--- config.mk ---
export PLATFORM = sky130hd
export DESIGN_NAME = mdv_unit
export DESIGN_NICKNAME = d
export VERILOG_FILES = /design/src/design/mdv_pkg.sv /design/src/design/mdv_unit.sv /design/src/design/mdv_shared_dp.sv /design/src/design/mdv_nrdiv.sv /design/src/design/mdv_booth_mul.sv /design/src/design/mdv_ctrl.sv /design/src/design/mdv_op_decode.sv
export SDC_FILE = /design/constraint.sdc
export NUM_CORES = 1
export LEC_CHECK = 0
export ABC_AREA = 0
export BUFFER_PORTS_ARGS = -buffer_cell sky130_fd_sc_hd__buf_2
export CAP_MARGIN = 20
export CORE_MARGIN = 10
export CORE_UTILIZATION = 30
export DETAILED_ROUTE_END_ITERATION = 8
export GPL_TIMING_DRIVEN = 0
export PLACE_DENSITY_LB_ADDON = 0.2
export SETUP_SLACK_MARGIN = 0.3
export SLEW_MARGIN = 30
export SYNTH_ARGS = -nofsm -noshare
export SYNTH_HDL_FRONTEND = slang
export SYNTH_HIERARCHICAL = 1
export SYNTH_SLANG_ARGS = --single-unit
--- constraint.sdc ---
create_clock -name clk -period 13.7 [get_ports clk]
set_input_delay 1.37 -clock clk [delete_from_list [all_inputs] [get_ports clk]]
set_output_delay 1.37 -clock clk [all_outputs]
set_load 0.02 [all_outputs]
--- src/design/mdv_pkg.sv ---
package mdv_pkg;

  // Register width and the widths derived from it
  localparam int XLEN    = 32;
  // One sign bit above a register value
  localparam int OPND_W  = XLEN + 1;
  // Room for the doubled Booth multiple and its sign
  localparam int ADDER_W = XLEN + 3;
  localparam int CNT_W   = 6;

  typedef logic [XLEN-1:0]    xlen_t;
  typedef logic [OPND_W-1:0]  opnd_t;
  typedef logic [ADDER_W-1:0] adder_t;
  typedef logic [CNT_W-1:0]   cnt_t;

  // Execute cycles after the zeroth cycle
  localparam cnt_t MUL_STEPS = cnt_t'(16);
  localparam cnt_t DIV_STEPS = cnt_t'(32);

  // RV32M operations, multiplies in the lower half of the encoding
  typedef enum logic [2:0] {
    OP_MUL    = 3'd0,
    OP_MULH   = 3'd1,
    OP_MULHSU = 3'd2,
    OP_MULHU  = 3'd3,
    OP_DIV    = 3'd4,
    OP_DIVU   = 3'd5,
    OP_REM    = 3'd6,
    OP_REMU   = 3'd7
  } mdv_op_e;

  typedef enum logic [2:0] {
    ZERO      = 3'd0,
    EXEC      = 3'd1,
    REMD_CHCK = 3'd2,
    QUOT_CORR = 3'd3,
    REMD_CORR = 3'd4
  } mdv_state_e;

  typedef struct packed {
    mdv_op_e op;
    xlen_t   rs1;
    xlen_t   rs2;
  } mdv_req_t;

  typedef struct packed {
    logic is_mul;
    logic mul_lo;
    logic rs1_signed;
    logic rs2_signed;
    logic want_quot;
    logic special;
  } mdv_dec_t;

  // Request to the shared adder, op1 minus op2 when sub is set
  typedef struct packed {
    adder_t op1;
    adder_t op2;
    logic   sub;
  } mdv_add_req_t;

  typedef struct packed {
    logic  en;
    opnd_t nxt;
  } mdv_buf_wr_t;

  typedef struct packed {
    // Current cycle of the operation
    logic zeroth;
    logic exec;
    logic exec_last;
    logic chck;
    logic corr;
    logic quot_corr;
    // Buffer update strobes
    logic step_ena;
    logic exit_exec;
    logic quot_corr_ena;
    logic remd_corr_ena;
  } mdv_phase_t;

endpackage
--- src/design/mdv_unit.sv ---
module mdv_unit
  import mdv_pkg::*;
(
  input  logic     clk,
  input  logic     i_rst,
  // Request side
  input  logic     i_valid,
  input  mdv_req_t i_req,
  output logic     o_ready,
  // Result side
  output logic     o_valid,
  output xlen_t    o_data,
  input  logic     i_ready
);

  mdv_dec_t     dec;
  mdv_phase_t   phase;
  logic         done;
  logic         need_corr;
  xlen_t        special_data;
  xlen_t        mul_data;
  xlen_t        div_data;
  adder_t       sum;
  opnd_t        buf0;
  opnd_t        buf1;
  mdv_add_req_t mul_add;
  mdv_add_req_t div_add;
  mdv_buf_wr_t  mul_hi_wr;
  mdv_buf_wr_t  mul_lo_wr;
  mdv_buf_wr_t  div_remd_wr;
  mdv_buf_wr_t  div_quot_wr;

  mdv_op_decode op_decode_i (
    .i_req          (i_req),
    .o_dec          (dec),
    .o_special_data (special_data)
  );

  mdv_ctrl ctrl_i (
    .clk         (clk),
    .i_rst       (i_rst),
    .i_valid     (i_valid),
    .i_ready     (i_ready),
    .i_dec       (dec),
    .i_need_corr (need_corr),
    .o_phase     (phase),
    .o_done      (done)
  );

  mdv_booth_mul booth_mul_i (
    .clk      (clk),
    .i_rst    (i_rst),
    .i_req    (i_req),
    .i_dec    (dec),
    .i_phase  (phase),
    .i_sum    (sum),
    .i_buf_hi (buf0),
    .i_buf_lo (buf1),
    .o_add    (mul_add),
    .o_hi_wr  (mul_hi_wr),
    .o_lo_wr  (mul_lo_wr),
    .o_data   (mul_data)
  );

  mdv_nrdiv nrdiv_i (
    .clk         (clk),
    .i_rst       (i_rst),
    .i_req       (i_req),
    .i_dec       (dec),
    .i_phase     (phase),
    .i_sum       (sum),
    .i_remd      (buf0),
    .i_quot      (buf1),
    .o_add       (div_add),
    .o_remd_wr   (div_remd_wr),
    .o_quot_wr   (div_quot_wr),
    .o_need_corr (need_corr),
    .o_data      (div_data)
  );

  ////////////////////////////////////////
  // Shared adder and buffers
  ////////////////////////////////////////

  // Active datapath owns the adder and both buffers
  mdv_shared_dp shared_dp_i (
    .clk       (clk),
    .i_rst     (i_rst),
    .i_add     (dec.is_mul ? mul_add : div_add),
    .i_buf0_wr (dec.is_mul ? mul_hi_wr : div_remd_wr),
    .i_buf1_wr (dec.is_mul ? mul_lo_wr : div_quot_wr),
    .o_sum     (sum),
    .o_buf0    (buf0),
    .o_buf1    (buf1)
  );

  // Write-back select
  always_comb begin
    if (dec.special)
      o_data = special_data;
    else if (dec.is_mul)
      o_data = mul_data;
    else
      o_data = div_data;
  end

  // Request is held until the result is taken
  // both handshakes land in one cycle
  assign o_valid = done & i_valid;
  assign o_ready = done & i_ready;

endmodule

--- src/design/mdv_shared_dp.sv ---
module mdv_shared_dp
  import mdv_pkg::*;
(
  input  logic         clk,
  input  logic         i_rst,
  input  mdv_add_req_t i_add,
  input  mdv_buf_wr_t  i_buf0_wr,
  input  mdv_buf_wr_t  i_buf1_wr,
  output adder_t       o_sum,
  output opnd_t        o_buf0,
  output opnd_t        o_buf1
);

  adder_t op2_inv;

  // One carry chain for add and subtract
  // subtract inverts op2 and feeds a carry in
  assign op2_inv = i_add.op2 ^ {ADDER_W{i_add.sub}};
  assign o_sum   = i_add.op1 + op2_inv + adder_t'(i_add.sub);

  // Buffer 0 holds product high or remainder
  // buffer 1 holds product low or quotient
  always_ff @(posedge clk) begin
    if (i_rst) begin
      o_buf0 <= '0;
      o_buf1 <= '0;
    end else begin
      if (i_buf0_wr.en)
        o_buf0 <= i_buf0_wr.nxt;
      if (i_buf1_wr.en)
        o_buf1 <= i_buf1_wr.nxt;
    end
  end

endmodule

--- src/design/mdv_nrdiv.sv ---
module mdv_nrdiv
  import mdv_pkg::*;
(
  input  logic         clk,
  input  logic         i_rst,
  input  mdv_req_t     i_req,
  input  mdv_dec_t     i_dec,
  input  mdv_phase_t   i_phase,
  input  adder_t       i_sum,
  input  opnd_t        i_remd,
  input  opnd_t        i_quot,
  output mdv_add_req_t o_add,
  output mdv_buf_wr_t  o_remd_wr,
  output mdv_buf_wr_t  o_quot_wr,
  output logic         o_need_corr,
  output xlen_t        o_data
);

  logic            rs1_sign;
  logic            rs2_sign;
  logic [OPND_W:0] divisor;
  logic [OPND_W:0] step_res;
  logic            quot_0th;
  logic            prev_quot;
  logic            cur_quot;
  opnd_t           quot_src;
  logic            remd_ext_r;
  logic            inc_dec;
  logic            remd_is_0;
  logic            remd_is_neg_divs;
  logic            remd_is_divs;
  opnd_t           remd_out;

  assign rs1_sign = i_dec.rs1_signed & i_req.rs1[XLEN-1];
  assign rs2_sign = i_dec.rs2_signed & i_req.rs2[XLEN-1];

  // Divisor with two sign bits
  assign divisor = {rs2_sign, rs2_sign, i_req.rs2};

  // Only the low 34 bits of the shared sum matter here
  assign step_res = i_sum[OPND_W:0];

  ////////////////////////////////////////
  // Non-restoring steps
  ////////////////////////////////////////

  // First quotient digit is -1 when the signs differ
  assign quot_0th = !(rs1_sign ^ rs2_sign);

  // Dividend low bits enter on the zeroth cycle
  // quotient bits then shift in behind them
  assign quot_src  = i_phase.zeroth ? {i_req.rs1, quot_0th} : i_quot;
  assign prev_quot = i_phase.zeroth ? quot_0th : i_quot[0];

  // New digit from the sign of the partial remainder
  assign cur_quot = !(step_res[OPND_W] ^ divisor[OPND_W]);

  // Subtract after a 1 digit, add after a -1 digit
  // same adder serves the check and the two corrections
  always_comb begin
    o_add.op1 = {1'b0, i_remd[OPND_W-1], i_remd};
    o_add.op2 = {1'b0, divisor};
    o_add.sub = 1'b0;
    if (i_phase.zeroth || i_phase.exec) begin
      o_add.op1 = {1'b0, (i_phase.zeroth ? {(OPND_W+1){rs1_sign}} : {remd_ext_r, i_remd})};
      o_add.sub = prev_quot;
    end else if (i_phase.quot_corr) begin
      o_add.op1 = {1'b0, i_quot[OPND_W-1], i_quot};
      o_add.op2 = adder_t'(1);
      o_add.sub = inc_dec;
    end else if (i_phase.corr) begin
      o_add.sub = !inc_dec;
    end
  end

  // Remainder buffer holds 33 bits
  // bit 33 of the step result waits here for the next step
  always_ff @(posedge clk) begin
    if (i_rst)
      remd_ext_r <= 1'b0;
    else if (o_remd_wr.en)
      remd_ext_r <= step_res[OPND_W-1];
  end

  assign o_remd_wr.en = !i_dec.is_mul
                      & (i_phase.step_ena | i_phase.exit_exec | i_phase.remd_corr_ena);
  assign o_quot_wr.en = !i_dec.is_mul
                      & (i_phase.step_ena | i_phase.exit_exec | i_phase.quot_corr_ena);

  always_comb begin
    if (i_phase.corr) begin
      o_remd_wr.nxt = i_sum[OPND_W-1:0];
      o_quot_wr.nxt = i_sum[OPND_W-1:0];
    end else if (i_phase.exec_last) begin
      // Final remainder stays unshifted, last quotient digit forced to 1
      o_remd_wr.nxt = step_res[OPND_W-1:0];
      o_quot_wr.nxt = {i_quot[XLEN-1:0], 1'b1};
    end else begin
      // Remainder and quotient shift left as one 66-bit value
      o_remd_wr.nxt = {step_res[XLEN-1:0], quot_src[OPND_W-1]};
      o_quot_wr.nxt = {quot_src[XLEN-1:0], cur_quot};
    end
  end

  ////////////////////////////////////////
  // Remainder check and correction
  ////////////////////////////////////////

  assign remd_is_0        = (i_remd == '0);
  // Check cycle adds the divisor, zero sum means remainder is -divisor
  assign remd_is_neg_divs = (step_res == '0);
  assign remd_is_divs     = (i_remd == divisor[OPND_W-1:0]);

  // Remainder must carry the dividend sign and stay inside the divisor
  assign o_need_corr = i_phase.chck & !i_dec.is_mul
                     & (((i_remd[OPND_W-1] ^ rs1_sign) & !remd_is_0)
                        | remd_is_neg_divs
                        | remd_is_divs);

  // Remainder and divisor signs differ
  // quotient goes down by one and the remainder up by the divisor
  assign inc_dec = i_remd[OPND_W-1] ^ divisor[OPND_W];

  // Corrected remainder leaves straight from the adder
  assign remd_out = i_phase.corr ? i_sum[OPND_W-1:0] : i_remd;

  assign o_data = i_dec.want_quot ? i_quot[XLEN-1:0] : remd_out[XLEN-1:0];

endmodule

--- src/design/mdv_booth_mul.sv ---
module mdv_booth_mul
  import mdv_pkg::*;
(
  input  logic         clk,
  input  logic         i_rst,
  input  mdv_req_t     i_req,
  input  mdv_dec_t     i_dec,
  input  mdv_phase_t   i_phase,
  input  adder_t       i_sum,
  input  opnd_t        i_buf_hi,
  input  opnd_t        i_buf_lo,
  output mdv_add_req_t o_add,
  output mdv_buf_wr_t  o_hi_wr,
  output mdv_buf_wr_t  o_lo_wr,
  output xlen_t        o_data
);

  logic       rs1_sign;
  logic       rs2_sign;
  logic [2:0] booth_code;
  logic       sel_zero;
  logic       sel_two;
  adder_t     rs2_x1;
  adder_t     rs2_x2;
  logic       sft1_r;
  logic       sft1_nxt;
  logic       wr_en;

  // Operand sign bits for the 33-bit extended operands
  assign rs1_sign = i_dec.rs1_signed & i_req.rs1[XLEN-1];
  assign rs2_sign = i_dec.rs2_signed & i_req.rs2[XLEN-1];

  ////////////////////////////////////////
  // Radix-4 recoding
  ////////////////////////////////////////

  // Bits 2i+1, 2i and 2i-1 of the multiplier
  // low buffer shifts rs1 down two bits per step
  // last digit takes the sign as its top bit
  always_comb begin
    if (i_phase.zeroth)
      booth_code = {i_req.rs1[1:0], 1'b0};
    else if (i_phase.exec_last)
      booth_code = {rs1_sign, i_buf_lo[0], sft1_r};
    else
      booth_code = {i_buf_lo[1:0], sft1_r};
  end

  // 000 and 111 add nothing
  // 011 and 100 take twice rs2, the rest take rs2 once
  // Top bit set means subtract
  assign sel_zero = (booth_code == 3'b000) | (booth_code == 3'b111);
  assign sel_two  = (booth_code == 3'b011) | (booth_code == 3'b100);

  assign rs2_x1 = {{3{rs2_sign}}, i_req.rs2};
  assign rs2_x2 = {{2{rs2_sign}}, i_req.rs2, 1'b0};

  // Partial product high part plus the selected multiple
  assign o_add.op1 = i_phase.zeroth ? '0 : {{2{i_buf_hi[OPND_W-1]}}, i_buf_hi};
  assign o_add.op2 = sel_zero ? '0 : (sel_two ? rs2_x2 : rs2_x1);
  assign o_add.sub = booth_code[2];

  // Shift right by two per step
  // the two bits dropped from the sum move into the low buffer
  assign wr_en = i_dec.is_mul & i_phase.step_ena;

  assign o_hi_wr.en  = wr_en;
  assign o_hi_wr.nxt = i_sum[ADDER_W-1:2];
  assign o_lo_wr.en  = wr_en;
  assign o_lo_wr.nxt = {i_sum[1:0],
                        (i_phase.zeroth ? {rs1_sign, i_req.rs1[XLEN-1:2]}
                                        : i_buf_lo[OPND_W-1:2])};

  // Bit 2i-1 of the next digit
  assign sft1_nxt = i_phase.zeroth ? i_req.rs1[1] : i_buf_lo[1];

  always_ff @(posedge clk) begin
    if (i_rst)
      sft1_r <= 1'b0;
    else if (wr_en)
      sft1_r <= sft1_nxt;
  end

  // Low word is complete in the buffer
  // high word comes out of the last adder step
  assign o_data = i_dec.mul_lo ? i_buf_lo[OPND_W-1:1] : i_sum[XLEN-1:0];

endmodule

--- src/design/mdv_ctrl.sv ---
module mdv_ctrl
  import mdv_pkg::*;
(
  input  logic       clk,
  input  logic       i_rst,
  input  logic       i_valid,
  input  logic       i_ready,
  input  mdv_dec_t   i_dec,
  input  logic       i_need_corr,
  output mdv_phase_t o_phase,
  output logic       o_done
);

  mdv_state_e state_r;
  mdv_state_e state_nxt;
  cnt_t       cnt_r;

  logic st_zero;
  logic st_exec;
  logic st_chck;
  logic st_qcorr;
  logic st_rcorr;
  logic exec_last;
  logic hsk;
  logic cnt_set;
  logic cnt_inc;

  assign st_zero  = (state_r == ZERO);
  assign st_exec  = (state_r == EXEC);
  assign st_chck  = (state_r == REMD_CHCK);
  assign st_qcorr = (state_r == QUOT_CORR);
  assign st_rcorr = (state_r == REMD_CORR);

  // Last execute cycle depends on the operation class
  assign exec_last = st_exec & (cnt_r == (i_dec.is_mul ? MUL_STEPS : DIV_STEPS));

  // Result complete
  // special cases answer straight out of ZERO
  assign o_done = (st_zero & i_dec.special)
                | (exec_last & i_dec.is_mul)
                | (st_chck & !i_need_corr)
                | st_rcorr;

  // Request and result complete together
  assign hsk = o_done & i_valid & i_ready;

  // Counter starts at 1, the zeroth cycle is step 0
  assign cnt_set = st_zero & i_valid & !i_dec.special;
  assign cnt_inc = st_exec & !exec_last;

  ////////////////////////////////////////
  // State sequencing
  ////////////////////////////////////////

  always_comb begin
    state_nxt = state_r;
    case (state_r)
      ZERO: begin
        if (cnt_set)
          state_nxt = EXEC;
      end
      EXEC: begin
        if (exec_last) begin
          // Divide always goes on to the remainder check
          if (!i_dec.is_mul)
            state_nxt = REMD_CHCK;
          else if (hsk)
            state_nxt = ZERO;
        end
      end
      REMD_CHCK: begin
        if (i_need_corr)
          state_nxt = QUOT_CORR;
        else if (hsk)
          state_nxt = ZERO;
      end
      QUOT_CORR: begin
        state_nxt = REMD_CORR;
      end
      REMD_CORR: begin
        if (hsk)
          state_nxt = ZERO;
      end
      default: begin
        state_nxt = ZERO;
      end
    endcase
  end

  always_ff @(posedge clk) begin
    if (i_rst) begin
      state_r <= ZERO;
      cnt_r   <= '0;
    end else begin
      state_r <= state_nxt;
      if (cnt_set)
        cnt_r <= cnt_t'(1);
      else if (cnt_inc)
        cnt_r <= cnt_r + 1'b1;
    end
  end

  // Phase flags to the datapaths
  assign o_phase.zeroth    = st_zero;
  assign o_phase.exec      = st_exec;
  assign o_phase.exec_last = exec_last;
  assign o_phase.chck      = st_chck;
  assign o_phase.corr      = st_qcorr | st_rcorr;
  assign o_phase.quot_corr = st_qcorr;

  assign o_phase.step_ena      = cnt_set | cnt_inc;
  // Leaving EXEC, a multiply waits for the result to be taken
  assign o_phase.exit_exec     = exec_last & (!i_dec.is_mul | hsk);
  assign o_phase.quot_corr_ena = st_qcorr;
  assign o_phase.remd_corr_ena = st_rcorr & hsk;

endmodule

--- src/design/mdv_op_decode.sv ---
module mdv_op_decode
  import mdv_pkg::*;
(
  input  mdv_req_t i_req,
  output mdv_dec_t o_dec,
  output xlen_t    o_special_data
);

  logic is_mul;
  logic want_quot;
  logic div_by_0;
  logic div_ovf;

  // Operation class
  assign is_mul    = i_req.op inside {OP_MUL, OP_MULH, OP_MULHSU, OP_MULHU};
  assign want_quot = i_req.op inside {OP_DIV, OP_DIVU};

  assign o_dec.is_mul    = is_mul;
  assign o_dec.mul_lo    = (i_req.op == OP_MUL);
  assign o_dec.want_quot = want_quot;

  // Operand signedness
  // MUL gives the same low word either way, so it runs signed x signed
  assign o_dec.rs1_signed = !(i_req.op inside {OP_MULHU, OP_DIVU, OP_REMU});
  assign o_dec.rs2_signed = i_req.op inside {OP_MUL, OP_MULH, OP_DIV, OP_REM};

  ////////////////////////////////////////
  // Divide special cases
  ////////////////////////////////////////

  // Divisor of zero
  assign div_by_0 = (i_req.rs2 == '0);

  // Most negative dividend over minus one, signed forms only
  assign div_ovf = (i_req.op inside {OP_DIV, OP_REM})
                 & (&i_req.rs2)
                 & (i_req.rs1 == {1'b1, {(XLEN-1){1'b0}}});

  assign o_dec.special = !is_mul & (div_by_0 | div_ovf);

  // Fixed results, divide by zero wins when both hold
  always_comb begin
    if (div_by_0) begin
      // All ones quotient, dividend as remainder
      o_special_data = want_quot ? '1 : i_req.rs1;
    end else begin
      // Most negative quotient, zero remainder
      o_special_data = want_quot ? {1'b1, {(XLEN-1){1'b0}}} : '0;
    end
  end

endmodule

==> impl_metrics.tcl, run 1 <==
set metrics [dict create \
    synth.top_cells.by_area "mux2i_1 15%, mux2_2 15%, dfxtp_1 12%" \
    cts_sinks 77 \
    status "finished, final reports clean" \
    grt_pass1_wl_um 82700 \
    hold_end "nrdiv_i/remd_ext_r" \
    cts_resized 0 \
    antenna_found_initial 0 \
    worstPathArrival_ns 11.68 \
    dieArea_um2 53400 \
    grt_pass1_vias 12400 \
    avgSynthCellArea_um2 8.26 \
    setup_viol 0 \
    start_util_pct 30.3 \
    final_layout_size_suffix_gt1_share_pct 28.7 \
    maxClockFrequency_ghz 0.0872 \
    wl_per_cell_um 24.0 \
    cp_num_buf_inv 9 \
    drt_iter0_drc 1213 \
    dpl.hpwl_um 44700 \
    core_um2 44100 \
    r2r-start "ctrl_i/cnt_r[4]" \
    cts_tree "yes" \
    die_width_um 231 \
    cts_setup_buffers 0 \
    path_class "input pin to flop" \
    postCtsHoldBufs 0 \
    cts_buffer_depth 2 \
    hold_class "flop to flop" \
    fin_area_um2 15000 \
    path_max_fanout 11 \
    crit_family "compound AO/OA/AOI/OAI gates" \
    synth_top_area_share_pct 15.0 \
    dp_cells 2316 \
    seq_area_frac_synth_pct 11.5 \
    maxCapViolations 0 \
    io_pins 105 \
    final-seq-area_um2 1540 \
    max_stage_delay_ns 0.82 \
    ys_async_sr_fraction_pct 0 \
    instances_no_fill 2332 \
    gr-total-overflow 0 \
    slew_headroom_pct 29.4 \
    finalCriticalPeriod_ns 11.47 \
    power_mw 4.37 \
    cp-end-kind "flop" \
    setup_tns_ns 0 \
    dpl_cell_area_um2 14600 \
    fin_skew_ns 0.0101 \
    wl_um 56000 \
    holdWs_ns 0.504 \
    cp-start-kind "input pin" \
    path_clk_slew_ns 0.07 \
    num_rows 77 \
    crit_slowest_cell "clkbuf_1" \
    fin_nets 1842 \
    post-route-period-util_pct 83.7 \
    peakVddDrop_v 0.000110 \
    worst-r2r-setup-slack_ns 3.33 \
    rsz0062_at_grt "false" \
    crit_required_ns 13.91 \
    syn_area_um2 13400 \
    r2r_end "shared_dp_i/o_buf0[26]" \
    ys_seq_elements 77 \
    netlist_instances 1618 \
    crit_top_cell "nor2_1" \
    cts-htree-levels 3 \
    port_buffers 104 \
    cts_root_buf "clkbuf_16" \
    hold_violations 0 \
    maxSlewViolCount 0 \
    synth.largest_area_cell "mux2i_1" \
    min_path_cells 2 \
    grt_max_degree 14 \
    firstDrtPassIters 6 \
    cellLeakagePower_nw 6.17 \
    tightest_slew_ns 1.05 \
    synth_top_flop_cell "dfxtp_1" \
    vias 12900 \
    num-fill-cells 4772 \
    multiInputGateArea_um2 10700 \
    final_common_cell "mux2i_1" \
    cts_inserted_buffers 9 \
    clock_latency_ns 0.37 \
    via_per_inst 5.52 \
    hold_path.startpoint "nrdiv_i/remd_ext_r" \
    ys_types 88 \
    ant_nets 0 \
    synth_edf_count 0 \
    mostFrequentLayoutCells "200 x mux2i_1, 173 x mux2_2, 134 x buf_2, 123 x nand2_1, 117 x o21ai_0" \
    gp_congestion 0.967 \
    ff2ff_path_depth 36 \
    die_h_um 231 \
    synth_warnings 6 \
    power-per-cell-area_nw_per_um2 292 \
    synthToLayoutAreaGrowth_pct 12.0 \
    track_usage_pct 20.2 \
    num_antenna_cells 0 \
    post-route-drc-count 0 \
]
[metrics by stage]
step,worst slack [ns],util [%]
2_1_floorplan,4.88,-
3_3_place_gp,1.94,33.2
3_5_place_dp,2.05,33.2
4_1_cts,2.41,33.9
5_1_grt,1.76,33.9
6_report,2.23,33.9
[final cells by class]
class	count	area share, %
Sequential cell	77	10.3
Buffer	171	7.24
Multi-Input combinational cell	1348	71.3
Clock buffer	11	1.56
Timing Repair Buffer	105	3.55
Tap cell	592	4.95
Clock inverter	5	0.560
Inverter	23	0.577
[registers in the layout, indices dropped and copies added (netlist names)]
| name | cells |
|---|---|
| shared_dp_i/o_buf0 | 33 |
| booth_mul_i/sft1_r | 1 |
| nrdiv_i/remd_ext_r | 1 |
| shared_dp_i/o_buf1 | 33 |
| ctrl_i/cnt_r | 6 |
| ctrl_i/state_r | 3 |
[per-layer routing]
| metal | up-vias | track usage, % | wire length, um | share of wire [%] |
|---|---|---|---|---|
| met2 | 500 | 32.7 | 25400 | 45 |
| met3 | 82 | 3.29 | 3670 | 6.6 |
| met4 | 0 | 6.58 | 1660 | 3.0 |
| met1 | 6265 | 26.9 | 25300 | 45 |
| li1 | 6037 | - | - | - |
| met5 | - | 0 | 0 | 0 |
[cells in the mapped netlist, drive strengths merged (7+ instances only)]
master  count
a21o       22
a21oi      41
a22o       32
a31oi       8
and2        7
and3       10
buf       120
clkbuf     51
dfxtp      77
ha         35
inv        23
mux2      236
mux2i     201
nand2     123
nand3      14
nand4      28
nor2      101
nor2b      74
nor3       15
nor4       36
o21a       36
o21ai     159
xnor2      55
xor2       50
[power breakdown]
| group | switching, mW | internal [mW] | leakage [nW] |
|---|---|---|---|
| Sequential | 0.129 | 0.285 | 0.629 |
| Combinational | 2.02 | 1.65 | 5.39 |
| Clock | 0.121 | 0.161 | 0.146 |
[kinds of logic after synthesis]
group / count (synthesis) / synth area share, %
AOI/OAI and AO/OA: 335 / 16.2
xor gates and xnor gates: 105 / 6.88
adders and majority gates: 36 / 3.43
buffers and inverters: 194 / 8.75
DFF: 77 / 11.5
muxes: 437 / 36.6
other: 1 / 0.0281
and+or+nand+nor: 433 / 16.6
[worst max path at each step]
stage / start / endpoint / depth (start not counted)
CTS: i_req[66] / shared_dp_i/o_buf0[30] / 39
finish: i_req[66] / shared_dp_i/o_buf0[26] / 39
global placement: i_req[66] / shared_dp_i/o_buf0[27] / 39
floorplan: i_req[66] / o_valid / 32
global route: i_req[66] / shared_dp_i/o_buf0[27] / 39
detailed placement: i_req[66] / shared_dp_i/o_buf0[30] / 39
[tightest hold or removal path: stages (launching register included)]
cell and delay, ns:
dfxtp_1 0.32, o21ai_0 0.07, a21oi_1 0.07
No activity file was read; power rests on OpenSTA's default activity.
==> run 2: changes to the inputs <==
clock period = 11.5 ns   (was 13.7 ns; I/O delays follow)
==> run 2 against run 1 <==
Against the previous run: combinational power increased by 19%; die area stayed put; worst hold slack worse by 0.0034 ns; sequential share of layout area about the same; critical endpoint is now shared_dp_i/o_buf0[30]; cell count did not move; first-iteration DRC count rose by 0.58%; worst setup slack got worse by 1.5 ns; sequential power rose by 19%; clock-buffer cell count stayed put; register-to-register slack got worse by 1.7 ns; critical path depth did not move; core utilization about the same.
==> impl_metrics.tcl, run 2 (synthesis gave the netlist of run 1 again) <==
set metrics [dict create \
    vias 12800 \
    dieArea_um2 53400 \
    io_pins 105 \
    postCtsHoldBufs 0 \
    drt_iter0_drc 1220 \
    worstPathArrival_ns 10.99 \
    num_rows 77 \
    clock_latency_ns 0.37 \
    wl_um 56000 \
    track_usage_pct 20.2 \
    hold_violations 0 \
    r2r_end "shared_dp_i/o_buf0[30]" \
    r2r-start "ctrl_i/cnt_r[4]" \
    grt_pass1_wl_um 82700 \
    cellLeakagePower_nw 6.18 \
    antenna_found_initial 0 \
    maxSlewViolCount 0 \
    cts_resized 0 \
    fin_skew_ns 0.00924 \
    die_width_um 231 \
    rsz0062_at_grt "true" \
    fin_nets 1842 \
    ant_nets 0 \
    wl_per_cell_um 24.0 \
    final_common_cell "mux2i_1" \
    power-per-cell-area_nw_per_um2 347 \
    crit_required_ns 11.73 \
    tightest_slew_ns 1.05 \
    port_buffers 104 \
    final_layout_size_suffix_gt1_share_pct 28.9 \
    endpoint "shared_dp_i/o_buf0[30]" \
    cts-htree-levels 3 \
    maxCapViolations 0 \
    start_util_pct 30.3 \
    maxClockFrequency_ghz 0.0929 \
    cts_sinks 77 \
    gr-total-overflow 0 \
    cts_tree "yes" \
    setup_tns_ns 0 \
    dpl.hpwl_um 44700 \
    via_per_inst 5.51 \
    synthToLayoutAreaGrowth_pct 12.1 \
    hold_class "flop to flop" \
    cts_buffer_depth 2 \
    crit_slowest_cell "clkbuf_1" \
    slew_headroom_pct 29.8 \
    critPathLaunch "i_req[66]" \
    firstDrtPassIters 5 \
    worst-r2r-setup-slack_ns 1.61 \
    num-fill-cells 4772 \
    ff2ff_path_depth 36 \
    status "finished, final reports clean" \
    cts_root_buf "clkbuf_16" \
    post-route-drc-count 0 \
    max_stage_delay_ns 0.68 \
    cts_inserted_buffers 9 \
    largestRegisters "shared_dp_i/o_buf0 x33, shared_dp_i/o_buf1 x33, ctrl_i/cnt_r x6" \
    crit_top_cell "nor2_1" \
    power_mw 5.20 \
    cts_setup_buffers 0 \
    setup_viol 0 \
    grt_pass1_vias 12400 \
    num_antenna_cells 0 \
    die_h_um 231 \
    path_class "input pin to flop" \
    peakVddDrop_v 0.000130 \
    grt_max_degree 14 \
    min_path_cells 2 \
    path_max_fanout 11 \
    cp-start-kind "input pin" \
    path_clk_slew_ns 0.07 \
    gp_congestion 0.967 \
    cp-end-kind "flop" \
    finalCriticalPeriod_ns 10.76 \
    mostFrequentLayoutCells "200 x mux2i_1, 173 x mux2_2, 134 x buf_2, 123 x nand2_1, 117 x o21ai_0" \
    post-route-period-util_pct 93.6 \
    core_um2 44100 \
]
run 2: cell counts in the layout (fill, tap and decap cells not counted):
Identical to the previous run, type by type.
run 2: worst min path at each step:
| stage | startpoint | slack [ns] | to |
|---|---|---|---|
| final | nrdiv_i/remd_ext_r | 0.50 | nrdiv_i/remd_ext_r |
| after global routing | nrdiv_i/remd_ext_r | 0.54 | nrdiv_i/remd_ext_r |
| after CTS | nrdiv_i/remd_ext_r | 0.49 | nrdiv_i/remd_ext_r |
| after detailed placement | nrdiv_i/remd_ext_r | 0.48 | nrdiv_i/remd_ext_r |
| after global placement | nrdiv_i/remd_ext_r | 0.47 | nrdiv_i/remd_ext_r |
| after floorplan | nrdiv_i/remd_ext_r | 0.45 | nrdiv_i/remd_ext_r |
run 2: area by class of cell:
class / instances / area, um2 / area share [%]
Clock inverter: 5 / 83.8 / 0.560
Clock buffer: 11 / 233 / 1.55
Tap cell: 592 / 741 / 4.95
Multi-Input combinational cell: 1348 / 10700 / 71.3
Inverter: 23 / 86.3 / 0.576
Timing Repair Buffer: 105 / 532 / 3.55
Sequential cell: 77 / 1540 / 10.3
Buffer: 171 / 1090 / 7.26
run 2: worst max-delay path: cells and delay by family:
family          cells  cell delay (ns)
compound gates     11             2.92
buf+inv             9             2.48
mux                 3             0.69
xor+xnor            2             0.81
simple gates       13             2.43
fa+ha+maj           1             0.46
run 2: metal layers:
metal	GRT usage, %	up-vias	share of wire [%]
li1	-	6034	-
met1	26.9	6245	45
met2	32.7	490	45
met3	3.29	76	6.5
met4	6.58	0	3.0
met5	0	-	0
run 2: power breakdown:
part / switching, mW / internal [mW]
Combinational: 2.41 / 1.96
Sequential: 0.154 / 0.340
Clock: 0.144 / 0.192
Total: 2.71 / 2.49
run 2: stage by stage:
| stage | instance area (um2) | setup WS (ns) | hold slack (ns) | cells | util (%) |
|---|---|---|---|---|---|
| after detailed placement | 14600 | 0.0731 | 0.482 | 2316 | 33.2 |
| after floorplan | 13400 | 2.97 | 0.448 | 1619 | - |
| after global routing | 15000 | 0.299 | 0.544 | 2332 | 33.9 |
| after CTS | 15000 | 0.430 | 0.494 | 2332 | 33.9 |
| after global placement | 14600 | -0.0422 | 0.472 | 2315 | 33.2 |
| final | 15000 | 0.740 | 0.500 | 2332 | 33.9 |
